===== src/include/boot_rom_table.svh =====
`ifndef BOOT_ROM_TABLE_SVH
`define BOOT_ROM_TABLE_SVH

// Boot stub, one case item per word
// Set up gp and sp, then send 'A' on the UART and spin
6'd0: rom_word = 32'h0000_1197;
6'd1: rom_word = 32'h8001_8193;
6'd2: rom_word = 32'h0000_2117;
6'd3: rom_word = 32'hff81_0113;
6'd4: rom_word = 32'h0000_12b7;
6'd5: rom_word = 32'h0410_0313;
6'd6: rom_word = 32'h0062_a023;
6'd7: rom_word = 32'h0000_006f;
// Image tag and version
6'd8: rom_word = 32'h4448_5342;
6'd9: rom_word = 32'h0000_0001;

`endif

===== src/logic/dhs_periph_pkg.sv =====
`default_nettype none

package dhs_periph_pkg;

  ////////////////////////////////////////////////////////////
  // Bus widths
  ////////////////////////////////////////////////////////////

  localparam int unsigned DHS_ADDRW = 32;
  localparam int unsigned DHS_DATAW = 32;
  localparam int unsigned DHS_STRBW = DHS_DATAW / 8;

  typedef logic [DHS_ADDRW-1:0] addr_t;
  typedef logic [DHS_DATAW-1:0] data_t;
  typedef logic [DHS_STRBW-1:0] strb_t;

  // Baud divisor, in peripheral clock cycles per bit
  typedef logic [15:0] div_t;
  typedef logic [7:0]  uart_byte_t;

  ////////////////////////////////////////////////////////////
  // Address map
  ////////////////////////////////////////////////////////////

  localparam addr_t BOOT_ROM_BASE = 32'h0000_0000;
  localparam addr_t BOOT_ROM_SIZE = 32'h0000_0100;
  localparam addr_t UART_BASE     = 32'h0000_1000;
  localparam addr_t UART_SIZE     = 32'h0000_0010;

  // UART register offsets within its region
  localparam logic [3:0] UART_TXDATA_OFS = 4'h0;
  localparam logic [3:0] UART_STATUS_OFS = 4'h4;
  localparam logic [3:0] UART_DIV_OFS    = 4'h8;

  ////////////////////////////////////////////////////////////
  // Bus structs
  ////////////////////////////////////////////////////////////

  typedef struct packed {
    logic  psel;
    logic  penable;
    logic  pwrite;
    addr_t paddr;
    data_t pwdata;
    strb_t pstrb;
  } apb_req_t;

  typedef struct packed {
    logic  pready;
    data_t prdata;
    logic  pslverr;
  } apb_rsp_t;

  // Wishbone classic, one outstanding cycle
  typedef struct packed {
    logic  cyc;
    logic  stb;
    logic  we;
    addr_t adr;
    data_t dat;
    strb_t sel;
  } wb_req_t;

  typedef struct packed {
    logic  ack;
    logic  err;
    data_t dat;
  } wb_rsp_t;

  // FSM states
  typedef enum logic [1:0] {BR_IDLE, BR_BUS, BR_DONE} bridge_state_e;
  typedef enum logic [1:0] {TX_IDLE, TX_START, TX_DATA, TX_STOP} uart_state_e;

endpackage

`default_nettype wire


===== src/logic/periph_subsystem.sv =====
`timescale 1ns/1ps
`default_nettype none

module periph_subsystem #(
  parameter int unsigned ROM_WORDS = 64,
  parameter int unsigned DIV_RESET = 16
) (
  input  logic                     periphl_clk_i,
  input  logic                     arst_n_i,
  input  dhs_periph_pkg::apb_req_t apb_req_i,
  output dhs_periph_pkg::apb_rsp_t apb_rsp_o,
  output logic                     uart_tx_o
);

  import dhs_periph_pkg::*;

  wb_req_t host_wb_req;
  wb_rsp_t host_wb_rsp;
  wb_req_t rom_wb_req;
  wb_rsp_t rom_wb_rsp;
  wb_req_t uart_wb_req;
  wb_rsp_t uart_wb_rsp;

  // Host side
  apb_wb_bridge apb_slave (
    .periphl_clk_i(periphl_clk_i),
    .arst_n_i     (arst_n_i),
    .apb_req_i    (apb_req_i),
    .apb_rsp_o    (apb_rsp_o),
    .wb_req_o     (host_wb_req),
    .wb_rsp_i     (host_wb_rsp)
  );

  periph_link peripheral_link (
    .periphl_clk_i(periphl_clk_i),
    .arst_n_i     (arst_n_i),
    .wb_req_i     (host_wb_req),
    .wb_rsp_o     (host_wb_rsp),
    .rom_req_o    (rom_wb_req),
    .rom_rsp_i    (rom_wb_rsp),
    .uart_req_o   (uart_wb_req),
    .uart_rsp_i   (uart_wb_rsp)
  );

  // Targets
  boot_rom #(
    .ROM_WORDS(ROM_WORDS)
  ) soc_rom (
    .periphl_clk_i(periphl_clk_i),
    .arst_n_i     (arst_n_i),
    .wb_req_i     (rom_wb_req),
    .wb_rsp_o     (rom_wb_rsp)
  );

  uart_tx #(
    .DIV_RESET(DIV_RESET)
  ) uart_device (
    .periphl_clk_i(periphl_clk_i),
    .arst_n_i     (arst_n_i),
    .wb_req_i     (uart_wb_req),
    .wb_rsp_o     (uart_wb_rsp),
    .uart_tx_o    (uart_tx_o)
  );

endmodule

`default_nettype wire


===== src/logic/uart_tx.sv =====
`timescale 1ns/1ps
`default_nettype none

module uart_tx #(
  parameter int unsigned DIV_RESET = 16
) (
  input  logic                    periphl_clk_i,
  input  logic                    arst_n_i,
  input  dhs_periph_pkg::wb_req_t wb_req_i,
  output dhs_periph_pkg::wb_rsp_t wb_rsp_o,
  output logic                    uart_tx_o
);

  import dhs_periph_pkg::*;

  uart_state_e state_q;
  div_t        div_q;
  div_t        div_cnt_q;
  logic [2:0]  bit_cnt_q;
  uart_byte_t  shift_q;

  logic        busy;
  logic        bit_end;
  logic        tx_load;
  logic [3:0]  ofs;
  logic        req_new;
  logic        ack_q;
  logic        err_q;
  data_t       dat_q;

  assign busy    = (state_q != TX_IDLE);
  // Region is 16-byte aligned
  assign ofs     = wb_req_i.adr[3:0];
  assign req_new = wb_req_i.cyc && wb_req_i.stb && !ack_q && !err_q;
  assign tx_load = req_new && wb_req_i.we && (ofs == UART_TXDATA_OFS) && !busy;
  // A divisor of zero behaves as one
  assign bit_end = ({1'b0, div_cnt_q} + 17'd1) >= {1'b0, div_q};

  ////////////////////////////////////////////////////////////
  // Register block
  ////////////////////////////////////////////////////////////

  always_ff @(posedge periphl_clk_i or negedge arst_n_i) begin
    if (!arst_n_i) begin
      ack_q <= 1'b0;
      err_q <= 1'b0;
      div_q <= div_t'(DIV_RESET);
    end else begin
      ack_q <= 1'b0;
      err_q <= 1'b0;
      if (req_new) begin
        case (ofs)
          // Data write waits here until the shifter is idle
          UART_TXDATA_OFS: ack_q <= !wb_req_i.we || !busy;
          UART_STATUS_OFS: ack_q <= 1'b1;
          UART_DIV_OFS: begin
            ack_q <= 1'b1;
            if (wb_req_i.we && wb_req_i.sel[0]) div_q[7:0] <= wb_req_i.dat[7:0];
            if (wb_req_i.we && wb_req_i.sel[1]) div_q[15:8] <= wb_req_i.dat[15:8];
          end
          default: err_q <= 1'b1;
        endcase
      end
    end
  end

  always_ff @(posedge periphl_clk_i) begin
    if (req_new) begin
      case (ofs)
        UART_STATUS_OFS: dat_q <= data_t'(busy);
        UART_DIV_OFS:    dat_q <= data_t'(div_q);
        default:         dat_q <= '0;
      endcase
    end
  end

  assign wb_rsp_o = '{ack: ack_q, err: err_q, dat: dat_q};

  ////////////////////////////////////////////////////////////
  // Transmit shifter, 8N1
  ////////////////////////////////////////////////////////////

  always_ff @(posedge periphl_clk_i or negedge arst_n_i) begin
    if (!arst_n_i) begin
      state_q   <= TX_IDLE;
      div_cnt_q <= '0;
      bit_cnt_q <= '0;
    end else begin
      if (state_q == TX_IDLE || bit_end) begin
        div_cnt_q <= '0;
      end else begin
        div_cnt_q <= div_cnt_q + 16'd1;
      end
      case (state_q)
        TX_IDLE: if (tx_load) state_q <= TX_START;
        TX_START: begin
          if (bit_end) begin
            state_q   <= TX_DATA;
            bit_cnt_q <= '0;
          end
        end
        TX_DATA: begin
          if (bit_end) begin
            bit_cnt_q <= bit_cnt_q + 3'd1;
            if (bit_cnt_q == 3'd7) state_q <= TX_STOP;
          end
        end
        TX_STOP: if (bit_end) state_q <= TX_IDLE;
        default: state_q <= TX_IDLE;
      endcase
    end
  end

  // LSB first
  always_ff @(posedge periphl_clk_i) begin
    if (tx_load) begin
      shift_q <= wb_req_i.dat[7:0];
    end else if (state_q == TX_DATA && bit_end) begin
      shift_q <= {1'b0, shift_q[7:1]};
    end
  end

  always_comb begin
    case (state_q)
      TX_START: uart_tx_o = 1'b0;
      TX_DATA:  uart_tx_o = shift_q[0];
      default:  uart_tx_o = 1'b1;
    endcase
  end

endmodule

`default_nettype wire


===== src/logic/boot_rom.sv =====
`timescale 1ns/1ps
`default_nettype none

module boot_rom #(
  parameter int unsigned ROM_WORDS = 64
) (
  input  logic                    periphl_clk_i,
  input  logic                    arst_n_i,
  input  dhs_periph_pkg::wb_req_t wb_req_i,
  output dhs_periph_pkg::wb_rsp_t wb_rsp_o
);

  import dhs_periph_pkg::*;

  // Word index width over the whole region
  localparam int unsigned IDXW = $clog2(BOOT_ROM_SIZE) - 2;

  addr_t           rom_ofs;
  logic [IDXW-1:0] word_idx;
  data_t           rom_word;
  logic            req_new;
  logic            ack_q;
  logic            err_q;
  data_t           dat_q;

  assign rom_ofs  = wb_req_i.adr - BOOT_ROM_BASE;
  assign word_idx = rom_ofs[IDXW+1:2];
  assign req_new  = wb_req_i.cyc && wb_req_i.stb && !ack_q && !err_q;

  always_comb begin
    rom_word = '0;
    if (32'(word_idx) < ROM_WORDS) begin
      case (word_idx)
        `include "boot_rom_table.svh"
        default: rom_word = '0;
      endcase
    end
  end

  // Writes are refused
  always_ff @(posedge periphl_clk_i or negedge arst_n_i) begin
    if (!arst_n_i) begin
      ack_q <= 1'b0;
      err_q <= 1'b0;
    end else begin
      ack_q <= req_new && !wb_req_i.we;
      err_q <= req_new && wb_req_i.we;
    end
  end

  always_ff @(posedge periphl_clk_i) begin
    if (req_new) begin
      dat_q <= wb_req_i.we ? '0 : rom_word;
    end
  end

  assign wb_rsp_o = '{ack: ack_q, err: err_q, dat: dat_q};

endmodule

`default_nettype wire


===== src/logic/periph_link.sv =====
`timescale 1ns/1ps
`default_nettype none

module periph_link (
  input  logic                    periphl_clk_i,
  input  logic                    arst_n_i,
  input  dhs_periph_pkg::wb_req_t wb_req_i,
  output dhs_periph_pkg::wb_rsp_t wb_rsp_o,
  output dhs_periph_pkg::wb_req_t rom_req_o,
  input  dhs_periph_pkg::wb_rsp_t rom_rsp_i,
  output dhs_periph_pkg::wb_req_t uart_req_o,
  input  dhs_periph_pkg::wb_rsp_t uart_rsp_i
);

  import dhs_periph_pkg::*;

  addr_t rom_ofs;
  addr_t uart_ofs;
  logic  rom_hit;
  logic  uart_hit;
  logic  no_hit;
  logic  miss_err_q;

  ////////////////////////////////////////////////////////////
  // Address decode
  ////////////////////////////////////////////////////////////

  // Offsets wrap below the base, so one compare covers both ends
  assign rom_ofs  = wb_req_i.adr - BOOT_ROM_BASE;
  assign uart_ofs = wb_req_i.adr - UART_BASE;
  assign rom_hit  = rom_ofs < BOOT_ROM_SIZE;
  assign uart_hit = uart_ofs < UART_SIZE;
  assign no_hit   = !rom_hit && !uart_hit;

  always_comb begin
    rom_req_o      = wb_req_i;
    rom_req_o.stb  = wb_req_i.stb && rom_hit;
    uart_req_o     = wb_req_i;
    uart_req_o.stb = wb_req_i.stb && uart_hit;
  end

  ////////////////////////////////////////////////////////////
  // Default error target
  ////////////////////////////////////////////////////////////

  // One err per stb, even though stb is still up in the err cycle
  always_ff @(posedge periphl_clk_i or negedge arst_n_i) begin
    if (!arst_n_i) begin
      miss_err_q <= 1'b0;
    end else begin
      miss_err_q <= wb_req_i.cyc && wb_req_i.stb && no_hit && !miss_err_q;
    end
  end

  // Response mux, select held steady by the master's address
  always_comb begin
    if (rom_hit) begin
      wb_rsp_o = rom_rsp_i;
    end else if (uart_hit) begin
      wb_rsp_o = uart_rsp_i;
    end else begin
      wb_rsp_o     = '0;
      wb_rsp_o.err = miss_err_q;
    end
  end

endmodule

`default_nettype wire


===== src/logic/apb_wb_bridge.sv =====
`timescale 1ns/1ps
`default_nettype none

module apb_wb_bridge (
  input  logic                     periphl_clk_i,
  input  logic                     arst_n_i,
  input  dhs_periph_pkg::apb_req_t apb_req_i,
  output dhs_periph_pkg::apb_rsp_t apb_rsp_o,
  output dhs_periph_pkg::wb_req_t  wb_req_o,
  input  dhs_periph_pkg::wb_rsp_t  wb_rsp_i
);

  import dhs_periph_pkg::*;

  bridge_state_e state_q;
  bridge_state_e state_d;

  // Held Wishbone request
  addr_t adr_q;
  logic  we_q;
  data_t wdat_q;
  strb_t sel_q;

  // Captured response
  data_t rdat_q;
  logic  err_q;

  logic  apb_access;
  logic  wb_done;

  // First access cycle of an APB transfer
  assign apb_access = apb_req_i.psel && apb_req_i.penable;
  assign wb_done    = wb_rsp_i.ack || wb_rsp_i.err;

  always_comb begin
    state_d = state_q;
    case (state_q)
      BR_IDLE: if (apb_access) state_d = BR_BUS;
      BR_BUS:  if (wb_done) state_d = BR_DONE;
      BR_DONE: state_d = BR_IDLE;
      default: state_d = BR_IDLE;
    endcase
  end

  always_ff @(posedge periphl_clk_i or negedge arst_n_i) begin
    if (!arst_n_i) begin
      state_q <= BR_IDLE;
    end else begin
      state_q <= state_d;
    end
  end

  always_ff @(posedge periphl_clk_i) begin
    if (state_q == BR_IDLE && apb_access) begin
      adr_q  <= apb_req_i.paddr;
      we_q   <= apb_req_i.pwrite;
      wdat_q <= apb_req_i.pwdata;
      // Reads take all byte lanes
      sel_q  <= apb_req_i.pwrite ? apb_req_i.pstrb : '1;
    end
    if (state_q == BR_BUS && wb_done) begin
      rdat_q <= wb_rsp_i.dat;
      err_q  <= wb_rsp_i.err;
    end
  end

  // stb drops in the cycle after ack or err
  assign wb_req_o = '{cyc: (state_q == BR_BUS), stb: (state_q == BR_BUS),
                      we: we_q, adr: adr_q, dat: wdat_q, sel: sel_q};

  assign apb_rsp_o = '{pready: (state_q == BR_DONE), prdata: rdat_q, pslverr: err_q};

endmodule

`default_nettype wire


===== config.mk =====
export PLATFORM = sky130hd
export DESIGN_NAME = periph_subsystem
export DESIGN_NICKNAME = d
export VERILOG_FILES = /design/src/logic/dhs_periph_pkg.sv /design/src/logic/periph_subsystem.sv /design/src/logic/uart_tx.sv /design/src/logic/boot_rom.sv /design/src/logic/periph_link.sv /design/src/logic/apb_wb_bridge.sv
export VERILOG_INCLUDE_DIRS = /design/src /design/src/include
export SDC_FILE = /design/constraint.sdc
export NUM_CORES = 1
export LEC_CHECK = 0
export ABC_CLOCK_PERIOD_IN_PS = 4100
export BUFFER_PORTS_ARGS = -buffer_cell sky130_fd_sc_hd__buf_2
export CELL_PAD_IN_SITES_DETAIL_PLACEMENT = 1
export CELL_PAD_IN_SITES_GLOBAL_PLACEMENT = 1
export CORE_MARGIN = 2
export CORE_UTILIZATION = 27
export CTS_CLUSTER_SIZE = 12
export DETAILED_ROUTE_END_ITERATION = 6
export GPL_ROUTABILITY_DRIVEN = 1
export MAX_ROUTING_LAYER = met4
export PLACE_DENSITY_LB_ADDON = 0.1
export SYNTH_ARGS = -nofsm -noshare
export SYNTH_HDL_FRONTEND = slang
export SYNTH_SLANG_ARGS = --single-unit

===== constraint.sdc =====
create_clock -name periphl_clk_i -period 4.1 [get_ports periphl_clk_i]
set_input_delay 0 -clock periphl_clk_i [delete_from_list [all_inputs] [get_ports periphl_clk_i]]
set_output_delay 0 -clock periphl_clk_i [all_outputs]
set_load 0.005 [all_outputs]

==> results_dict.tcl, run 1 <==
set metrics [dict create \
    cts_htree_levels 4 \
    post-route-drc-count 0 \
    detailedRoute.firstIterationViolations 169 \
    maximum_operating_frequency_ghz 0.278 \
    routedWlPerCell_um 16.4 \
    number_of_buffer_and_inverter_stages_on_the_critical_path 0 \
    globalRoute.totalOverflow 0 \
    finalMaxSlewViolations 0 \
    drive_above_1_share 0.239 \
    grt_antenna_before_repair 0 \
    tritoncts_num_sinks 165 \
    synth-seq-cells 165 \
    totalNegativeSetupSlack_ns 0 \
    dieWidth_um 167 \
    core_area_um2 26100 \
    pin_count_of_the_biggest_net_entering_global_routing 45 \
    synth.top_cells.by_area "sky130_fd_sc_hd__edfxtp_1 51%, sky130_fd_sc_hd__dfrtp_1 15%, sky130_fd_sc_hd__ha_1 4.9%" \
    floorplan.io_pins 108 \
    synth_flop_cell "sky130_fd_sc_hd__edfxtp_1" \
    startpoint "uart_device.div_cnt_q[2]" \
    critical_path_peak_fanout 16 \
    min_path_type "input port to flip-flop" \
    final-setup-viol-count 0 \
    clock_latency_ns 0.43 \
    cp_slowest_cell "sky130_fd_sc_hd__or2_2" \
    tritoncts "done" \
    p_leak_nw 3.56 \
    final_util 0.345 \
    synth_enable_flop_cells 121 \
    launching_point_of_the_worst_reg2reg_path "uart_device.div_cnt_q[2]" \
    worst_r2r_path_depth 13 \
    max_cap_violations 0 \
    vias_per_cell 4.43 \
    cp_cell_sequence "nand3_1 -> nor2_1 -> and2_1 -> nand4_1 -> nor2_1 -> xor2_1 -> ha_1 -> nand4_1 -> o221ai_1 -> nand2b_1 -> o2111ai_1 -> or2_2 -> nor2b_1" \
    setup.reg_to_reg.worst_slack_ns 0.50 \
    syn_area_per_cell_um2 14.3 \
    clock-root-buffer "sky130_fd_sc_hd__clkbuf_16" \
    cts.repair_timing.setup_buffer_count 0 \
    finalWeightedCongestion 0.740 \
    syn_inst 501 \
    area_share_of_the_largest_cell_type_after_synthesis 0.508 \
    syn-cell-area_um2 7160 \
    yosysSeqAreaShare 0.662 \
    final_antenna_net_count 0 \
    synthSimpleGateAreaFrac 0.141 \
    vias_in_the_first_global_route 4766 \
    fin_worst_hold_slack_ns 0.0958 \
    start_kind "flip-flop" \
    fillCellCount 2743 \
    worst_slew_margin_relative_to_its_limit 0.243 \
    numPortBuffers 88 \
    drt_pre_antenna_iters 4 \
    synthAdderAreaFrac 0.0490 \
    synth-async-reset-ratio 0.267 \
    fin_crit_sh 0.878 \
    cp_data_arrival_time_ns 3.95 \
    synth_top_family_by_area "simple AND/OR/NAND/NOR gates" \
    dieArea_um2 27800 \
    antennaDiodeCount 0 \
    cell_type_group_with_the_largest_total_delay_on_the_critical_path "simple AND/OR/NAND/NOR gates" \
    syn_to_final_growth_pct 25.7 \
    detailroute.via_count 4387 \
    hold_viol 0 \
    cts_resized 0 \
    post-dp-hpwl_um 11400 \
    status "finished clean" \
    yosys.area_share.xor_xnor 0.0184 \
    synth.mux.area_fraction 0.0406 \
    cp_data_required_time_ns 4.46 \
    skew_ns 0.00954 \
    peak_vdd_ir_v 0.000223 \
    final.setup.worst_slack_ns 0.502 \
    actual_slew_at_the_worst_max_slew_pin_ns 1.13 \
    final_cell_mix "121 x sky130_fd_sc_hd__edfxtp_1, 88 x sky130_fd_sc_hd__buf_2, 52 x sky130_fd_sc_hd__dlygate4sd3_1" \
    max-clock-path-buffers 2 \
    mostFrequentLayoutCell "sky130_fd_sc_hd__edfxtp_1" \
    place_worst_setup_slack_ns 0.450 \
    worst_setup_hold_path_clk_slew_ns 0.07 \
    pwr_density_cell_nw_per_um2 419 \
    crit_path_kind "flip-flop to flip-flop" \
    synth.largest_area_cell "sky130_fd_sc_hd__edfxtp_1" \
    synth_compound_area_frac 0.0559 \
    track_usage 0.127 \
    cts-buffers-inserted 17 \
    crit_end "uart_device.div_cnt_q[3]" \
    nets 744 \
    final.min_clock_period_ns 3.60 \
    grt_first_pass_wirelength_um 26500 \
    wl_um 16300 \
    worst-path-stages 13 \
    yosys_warnings 0 \
    place_inst 907 \
    instances_no_fill 991 \
    die_h_um 167 \
    timing.critical_path.to_type "flip-flop" \
    rsz0062_at_grt "false" \
    rows 59 \
    synthDistinctLibCells 59 \
    start_util 0.275 \
    regToRegEndpoint "uart_device.div_cnt_q[3]" \
    mappedNetlistNets 602 \
    cp_slowest_stage_delay_ns 0.66 \
]
[kinds of logic after synthesis]
group | Yosys count
fa+ha+maj | 28
simple gates | 163
xor+xnor | 15
buf+inv | 49
mux | 26
compound gates | 54
other cells | 1
flops | 165
[worst reg2reg max path, stage by stage (launching register included)]
cell and delay, ns:
sky130_fd_sc_hd__dfrtp_1 0.40, sky130_fd_sc_hd__nand3_1 0.14, sky130_fd_sc_hd__nor2_1 0.17, sky130_fd_sc_hd__and2_1 0.24
sky130_fd_sc_hd__nand4_1 0.19, sky130_fd_sc_hd__nor2_1 0.17, sky130_fd_sc_hd__xor2_1 0.21, sky130_fd_sc_hd__ha_1 0.28
sky130_fd_sc_hd__nand4_1 0.14, sky130_fd_sc_hd__o221ai_1 0.15, sky130_fd_sc_hd__nand2b_1 0.11, sky130_fd_sc_hd__o2111ai_1 0.49
sky130_fd_sc_hd__or2_2 0.66, sky130_fd_sc_hd__nor2b_1 0.18
[worst min-delay path by stage]
stage,cells after the start,start,slack (ns),endpoint
after floorplan,0,arst_n_i,-0.30,apb_slave.state_q[0]
after global placement,1,apb_req_i[17],0.18,apb_slave.wdat_q[13]
after detailed placement,1,apb_req_i[17],0.18,apb_slave.wdat_q[13]
after CTS,3,apb_req_i[69],0.1,apb_slave.wdat_q[9]
after global routing,3,apb_req_i[69],0.12,apb_slave.wdat_q[13]
final,3,apb_req_i[70],0.1,apb_slave.wdat_q[9]
[layout make-up]
class                      instances  area (um^2)  area share
timing repair buffer             146         1010       0.112
multi-input combinational        287         2210       0.245
inverter                          26         97.6      0.0108
clock buffer                      19          433      0.0481
clock inverter                    13          100      0.0111
tap                              335          419      0.0466
sequential                       165         4740       0.526
[registers in the layout, indices dropped and copies added (netlist names), 2 cells and up]
name                   flops
apb_slave.adr_q           32
apb_slave.rdat_q          24
soc_rom.dat_q             21
apb_slave.wdat_q          16
uart_device.dat_q         16
uart_device.div_cnt_q     16
uart_device.div_q         16
uart_device.shift_q        8
uart_device.bit_cnt_q      3
apb_slave.sel_q            2
apb_slave.state_q          2
uart_device.state_q        2
[per-layer routing]
layer  vias up  share of wire  global-route usage
li1       2110              -                   -
met5         -              0                   -
met2        76           0.48               0.202
met1      2187           0.48               0.162
met3        14          0.030              0.0283
met4         0          0.012              0.0394
[per-stage QoR]
stage / power, mW / cell area (um^2)
after CTS: 3.84 / 9000
after detailed placement: 2.29 / 7950
after global placement: 2.28 / 7950
after global routing: 3.94 / 9000
final: 3.77 / 9000
after floorplan: 2.15 / 7160
[where the power goes]
| group | switching, mW | internal, mW | leakage (nW) |
|---|---|---|---|
| clock | 0.710 | 0.782 | 0.247 |
| combinational | 0.172 | 0.124 | 1.66 |
| sequential | 0.0640 | 1.92 | 1.66 |
| total | 0.946 | 2.83 | 3.56 |
[cell usage after synthesis, drive strengths merged (14+ instances only)]
master / number
and3: 19
dfrtp: 43
nor2b: 17
inv: 26
and2: 14
nand2: 25
nor2: 27
edfxtp: 121
ha: 28
mux2: 24
buf: 15
[timing repair]
action,CTS,global route
hold endpoints to repair,94,0
setup endpoints to repair,0,0
hold buffers,52,0
(Power assumes the default switching activity.)
==> run 2: changes to the inputs <==
Settings changed: CELL_PAD_IN_SITES_GLOBAL_PLACEMENT 1 to 2.
==> run 2 against run 1 <==
Critical path depth did not move; largest power group unchanged; via count barely moved; clock skew rose by 0.0041 ns; cell count rose by 0.10%; combinational power rose by 3%; clock-buffer cell count fell by 1; worst setup slack got worse by 0.0019 ns; utilization rose by 0.30 points; wire length barely moved; sequential share of layout area fell by 0.46 points.
==> results_dict.tcl, run 2 (synthesis results as in run 1) <==
set metrics [dict create \
    hold_viol 0 \
    drive_above_1_share 0.242 \
    dieArea_um2 27800 \
    pwr_density_cell_nw_per_um2 433 \
    detailroute.via_count 4386 \
    power.switching_uw 921 \
    clock-root-buffer "sky130_fd_sc_hd__clkbuf_16" \
    rows 59 \
    drt_pre_antenna_iters 4 \
    mostFrequentLayoutCell "sky130_fd_sc_hd__edfxtp_1" \
    worst_slew_margin_relative_to_its_limit 0.267 \
    start_kind "flip-flop" \
    worst_setup_hold_path_clk_slew_ns 0.06 \
    max_cap_violations 0 \
    grt_first_pass_wirelength_um 26400 \
    vias_in_the_first_global_route 4754 \
    timing.critical_path.to_type "flip-flop" \
    floorplan.io_pins 108 \
    cts_htree_levels 4 \
    final_antenna_net_count 0 \
    p_leak_nw 3.61 \
    maximum_operating_frequency_ghz 0.278 \
    fin_worst_hold_slack_ns 0.0259 \
    totalNegativeSetupSlack_ns 0 \
    pin_count_of_the_biggest_net_entering_global_routing 47 \
    worst_r2r_path_depth 13 \
    clock_latency_ns 0.42 \
    tritoncts_num_sinks 165 \
    vias_per_cell 4.42 \
    power_frac_seq 0.504 \
    final_cell_mix "121 x sky130_fd_sc_hd__edfxtp_1, 88 x sky130_fd_sc_hd__buf_2, 52 x sky130_fd_sc_hd__dlygate4sd3_1" \
    final-setup-viol-count 0 \
    min_path_type "input port to flip-flop" \
    core_area_um2 26100 \
    track_usage 0.126 \
    reg_top3 "apb_slave.adr_q: 32 flops, apb_slave.rdat_q: 24 flops, soc_rom.dat_q: 21 flops" \
    antennaDiodeCount 0 \
    final_area_um2 9080 \
    launching_point_of_the_worst_reg2reg_path "uart_device.div_cnt_q[2]" \
    detailedRoute.firstIterationViolations 157 \
    dpl_cell_area_um2 7950 \
    final_util 0.348 \
    cts_resized 0 \
    start_util 0.275 \
    largest_register_ffs 32 \
    switching_share 0.234 \
    dieWidth_um 167 \
    max-clock-path-buffers 2 \
    die_h_um 167 \
    endpoint_with_the_worst_hold_slack "apb_slave.adr_q[3]" \
    regToRegEndpoint "uart_device.div_cnt_q[4]" \
    grt_antenna_before_repair 0 \
    tritoncts "done" \
    finalMaxSlewViolations 0 \
    finalWeightedCongestion 0.741 \
    p_int_mw 3.01 \
    hp-start "apb_req_i[69]" \
    post-route-drc-count 0 \
    status "finished clean" \
    nets 745 \
    total_power_consumption_mw 3.93 \
    peak_vdd_ir_v 0.000208 \
    skew_ns 0.0136 \
    critical_path_peak_fanout 16 \
    cp_data_arrival_time_ns 3.94 \
    cts.repair_timing.setup_buffer_count 0 \
    cp_data_required_time_ns 4.44 \
    routedWlPerCell_um 16.4 \
    fin_crit_sh 0.878 \
    syn_to_final_growth_pct 26.8 \
    globalRoute.totalOverflow 0 \
    setup.reg_to_reg.worst_slack_ns 0.50 \
    numPortBuffers 88 \
    register_containing_the_most_flip_flops_in_the_final_layout "apb_slave.adr_q" \
    power_frac_clock 0.418 \
    rsz0062_at_grt "false" \
    post_cts_hold_buffer_count 52 \
    post-dp-hpwl_um 11400 \
    cts-buffers-inserted 17 \
    wl_um 16300 \
    timing.hold.worst_path_depth 3 \
    final.min_clock_period_ns 3.60 \
    crit_path_kind "flip-flop to flip-flop" \
    power_share_of_the_combinational_group 0.078 \
    actual_slew_at_the_worst_max_slew_pin_ns 1.10 \
]
[run 2: cell type report]
| cell class | instances | area [um^2] |
|---|---|---|
| clock buffers | 18 | 429 |
| clock inverters | 14 | 175 |
| fillers | 2776 | 17000 |
| inverters | 26 | 97.6 |
| multi-input cells | 287 | 2210 |
| flip-flops and latches | 165 | 4740 |
| well taps | 335 | 419 |
| repair buffers | 147 | 1010 |
[run 2: power groups by stage]
stage	Combinational [mW]	Clock, mW	Sequential, mW
2_1_floorplan	0.148	0	2.00
3_3_place_gp	0.271	0	2.02
3_5_place_dp	0.276	0	2.02
4_1_cts	0.315	1.71	1.99
5_1_grt	0.343	1.76	2.00
6_report	0.305	1.65	1.98
[run 2: worst max-delay path by stage]
| stage | slack (ns) | from | end |
|---|---|---|---|
| 2_1_floorplan | 0.19 | apb_slave.adr_q[22] | soc_rom.dat_q[0] |
| 3_3_place_gp | 0.54 | uart_device.div_cnt_q[2] | uart_device.div_cnt_q[9] |
| 3_5_place_dp | 0.43 | uart_device.div_cnt_q[2] | uart_device.div_cnt_q[11] |
| 4_1_cts | 0.42 | uart_device.div_cnt_q[0] | uart_device.div_cnt_q[4] |
| 5_1_grt | 0.11 | uart_device.div_cnt_q[0] | uart_device.div_cnt_q[11] |
| 6_report | 0.50 | uart_device.div_cnt_q[2] | uart_device.div_cnt_q[4] |
[run 2: critical path, stage by stage (launching register included)]
cell and delay (ns):
sky130_fd_sc_hd__dfrtp_1 0.40, sky130_fd_sc_hd__nand3_1 0.16, sky130_fd_sc_hd__nor2_1 0.17, sky130_fd_sc_hd__and2_1 0.25
sky130_fd_sc_hd__nand4_1 0.18, sky130_fd_sc_hd__nor2_1 0.16, sky130_fd_sc_hd__xor2_1 0.21, sky130_fd_sc_hd__ha_1 0.28
sky130_fd_sc_hd__nand4_1 0.14, sky130_fd_sc_hd__o221ai_1 0.15, sky130_fd_sc_hd__nand2b_1 0.09, sky130_fd_sc_hd__o2111ai_1 0.48
sky130_fd_sc_hd__or2_2 0.67, sky130_fd_sc_hd__nor2b_1 0.17
[run 2: routing by layer]
metal,part of all wire,vias to the layer above,global-route usage
li1,-,2110,-
met1,0.48,2178,0.159
met2,0.48,81,0.203
met3,0.030,17,0.0261
met4,0.011,0,0.0379
met5,0,-,-
[run 2: stage by stage]
stage	setup WS [ns]	std cells
5_1_grt	0.107	992
6_report	0.500	992
2_1_floorplan	0.194	501
3_5_place_dp	0.432	908
3_3_place_gp	0.541	908
4_1_cts	0.417	992
==> run 3: changes to the inputs <==
Settings changed: ABC_CLOCK_PERIOD_IN_PS 4100 to 3700, SLEW_MARGIN set to 0.
Clock period 4.1 ns to 3.7 ns, I/O delays scaled along.
==> run 3 against run 2 <==
Global-route usage rose by 0.37 points; register-to-register slack got worse by 0.10 ns; utilization barely moved; sequential power rose by 11%; flip-flop and latch count did not move; largest cell class unchanged; highest routed layer unchanged.
==> results_dict.tcl, run 3 (synthesis results as in run 1) <==
set metrics [dict create \
    max_cap_violations 0 \
    finalMaxSlewViolations 0 \
    hold_viol 0 \
    final_cell_mix "121 x sky130_fd_sc_hd__edfxtp_1, 88 x sky130_fd_sc_hd__buf_2, 52 x sky130_fd_sc_hd__dlygate4sd3_1" \
    launching_point_of_the_worst_reg2reg_path "uart_device.div_cnt_q[0]" \
    detailedRoute.firstIterationViolations 185 \
    post-route-drc-count 0 \
    cts-buffers-inserted 17 \
    fillCellCount 2777 \
    nets 747 \
    final-setup-viol-count 0 \
    hp-start "apb_req_i[69]" \
    mostFrequentLayoutCell "sky130_fd_sc_hd__edfxtp_1" \
    routedWlPerCell_um 16.6 \
    die_h_um 167 \
    min_path_type "input port to flip-flop" \
    start_kind "flip-flop" \
    final_util 0.348 \
    place_inst 910 \
    vias_per_cell 4.41 \
    seq_area_um2 4740 \
    vias_in_the_first_global_route 4753 \
    fin_crit_sh 0.892 \
    grt_antenna_before_repair 0 \
    place_worst_setup_slack_ns 0.356 \
    dieWidth_um 167 \
    wl_um 16500 \
    tritoncts_num_sinks 165 \
    worst_slew_margin_relative_to_its_limit 0.246 \
    cp_data_arrival_time_ns 3.61 \
    floorplan.io_pins 108 \
    dieArea_um2 27800 \
    startpoint "uart_device.div_cnt_q[0]" \
    status "finished clean" \
    pin_count_of_the_biggest_net_entering_global_routing 45 \
    reg_top3 "apb_slave.adr_q: 32 flops, apb_slave.rdat_q: 24 flops, soc_rom.dat_q: 21 flops" \
    register_containing_the_most_flip_flops_in_the_final_layout "apb_slave.adr_q" \
    fin_worst_hold_slack_ns 0.0811 \
    pwr_density_cell_nw_per_um2 461 \
    instances_no_fill 994 \
    rows 59 \
    detailroute.via_count 4386 \
    max-clock-path-buffers 2 \
    tritoncts "done" \
    largest_register_ffs 32 \
    drt_pre_antenna_iters 5 \
    cts.repair_timing.setup_buffer_count 0 \
    peak_vdd_ir_v 0.000310 \
    multiInputGateArea_um2 2230 \
    globalRoute.totalOverflow 0 \
    core_area_um2 26100 \
    clock-root-buffer "sky130_fd_sc_hd__clkbuf_16" \
    start_util 0.275 \
    setup.reg_to_reg.worst_slack_ns 0.40 \
    totalNegativeSetupSlack_ns 0 \
    syn_to_final_growth_pct 26.7 \
    final.setup.worst_slack_ns 0.399 \
    track_usage 0.130 \
    drive_above_1_share 0.247 \
    p_leak_nw 3.59 \
    cp_data_required_time_ns 4.01 \
    worst_setup_hold_path_clk_slew_ns 0.07 \
    rsz0062_at_grt "false" \
    cts_htree_levels 4 \
    total_power_consumption_mw 4.18 \
    skew_ns 0.0145 \
    finalWeightedCongestion 0.752 \
    antennaDiodeCount 0 \
    timing.critical_path.to_type "flip-flop" \
    final.min_clock_period_ns 3.30 \
    final_antenna_net_count 0 \
    final_area_um2 9070 \
    actual_slew_at_the_worst_max_slew_pin_ns 1.13 \
    clock_latency_ns 0.44 \
    crit_path_kind "flip-flop to flip-flop" \
    numPortBuffers 88 \
    critical_path_peak_fanout 10 \
    post-dp-hpwl_um 11600 \
    dpl_cell_area_um2 8000 \
    grt_first_pass_wirelength_um 26900 \
    maximum_operating_frequency_ghz 0.303 \
]
[run 3: final timing paths]
| check | end | depth (start not counted) |
|---|---|---|
| setup / recovery | uart_device.state_q[1] | 14 |
| hold / removal | apb_slave.wdat_q[8] | 3 |
| setup reg to reg | uart_device.state_q[1] | 14 |
| hold reg to reg | peripheral_link.miss_err_q | 1 |
| max in group asynchronous | peripheral_link.miss_err_q | 2 |
| min in group asynchronous | uart_device.div_cnt_q[0] | 2 |
[run 3: critical path, stage by stage (launching register included)]
cell and delay [ns]:
sky130_fd_sc_hd__dfrtp_1 0.43, sky130_fd_sc_hd__ha_1 0.25, sky130_fd_sc_hd__nand2_1 0.09, sky130_fd_sc_hd__nor2_1 0.24
sky130_fd_sc_hd__nand3_1 0.13, sky130_fd_sc_hd__xnor2_1 0.23, sky130_fd_sc_hd__ha_1 0.29, sky130_fd_sc_hd__nand2_1 0.13
sky130_fd_sc_hd__o21a_1 0.19, sky130_fd_sc_hd__o221ai_1 0.13, sky130_fd_sc_hd__nand2b_1 0.10, sky130_fd_sc_hd__o2111ai_1 0.16
sky130_fd_sc_hd__buf_4 0.22, sky130_fd_sc_hd__o221a_2 0.27, sky130_fd_sc_hd__mux2_1 0.31
[run 3: layer usage]
metal	up-vias	track usage	wire, um
met2	86	0.203	7960
met5	-	-	0
met4	0	0.0427	218
li1	2119	-	-
met3	17	0.0271	519
met1	2164	0.168	7830
[run 3: what timing repair did]
item	in CTS	in global routing
gates resized for setup	0	4
hold buffers	52	0
setup endpoints to repair	0	25
endpoints found under the hold margin	94	0
[run 3: cell type report]
type | count | share of cell area
repair buffers | 149 | 0.116
well taps | 335 | 0.0462
multi-input cells | 287 | 0.246
inverters | 26 | 0.0108
flip-flops and latches | 165 | 0.522
clock buffers | 19 | 0.0477
clock inverters | 13 | 0.0112
[run 3: where the power goes]
group          total (mW)  internal (mW)  switching, mW
Sequential           2.19           2.13         0.0650
Combinational       0.357          0.152          0.205
Clock                1.64          0.865          0.770
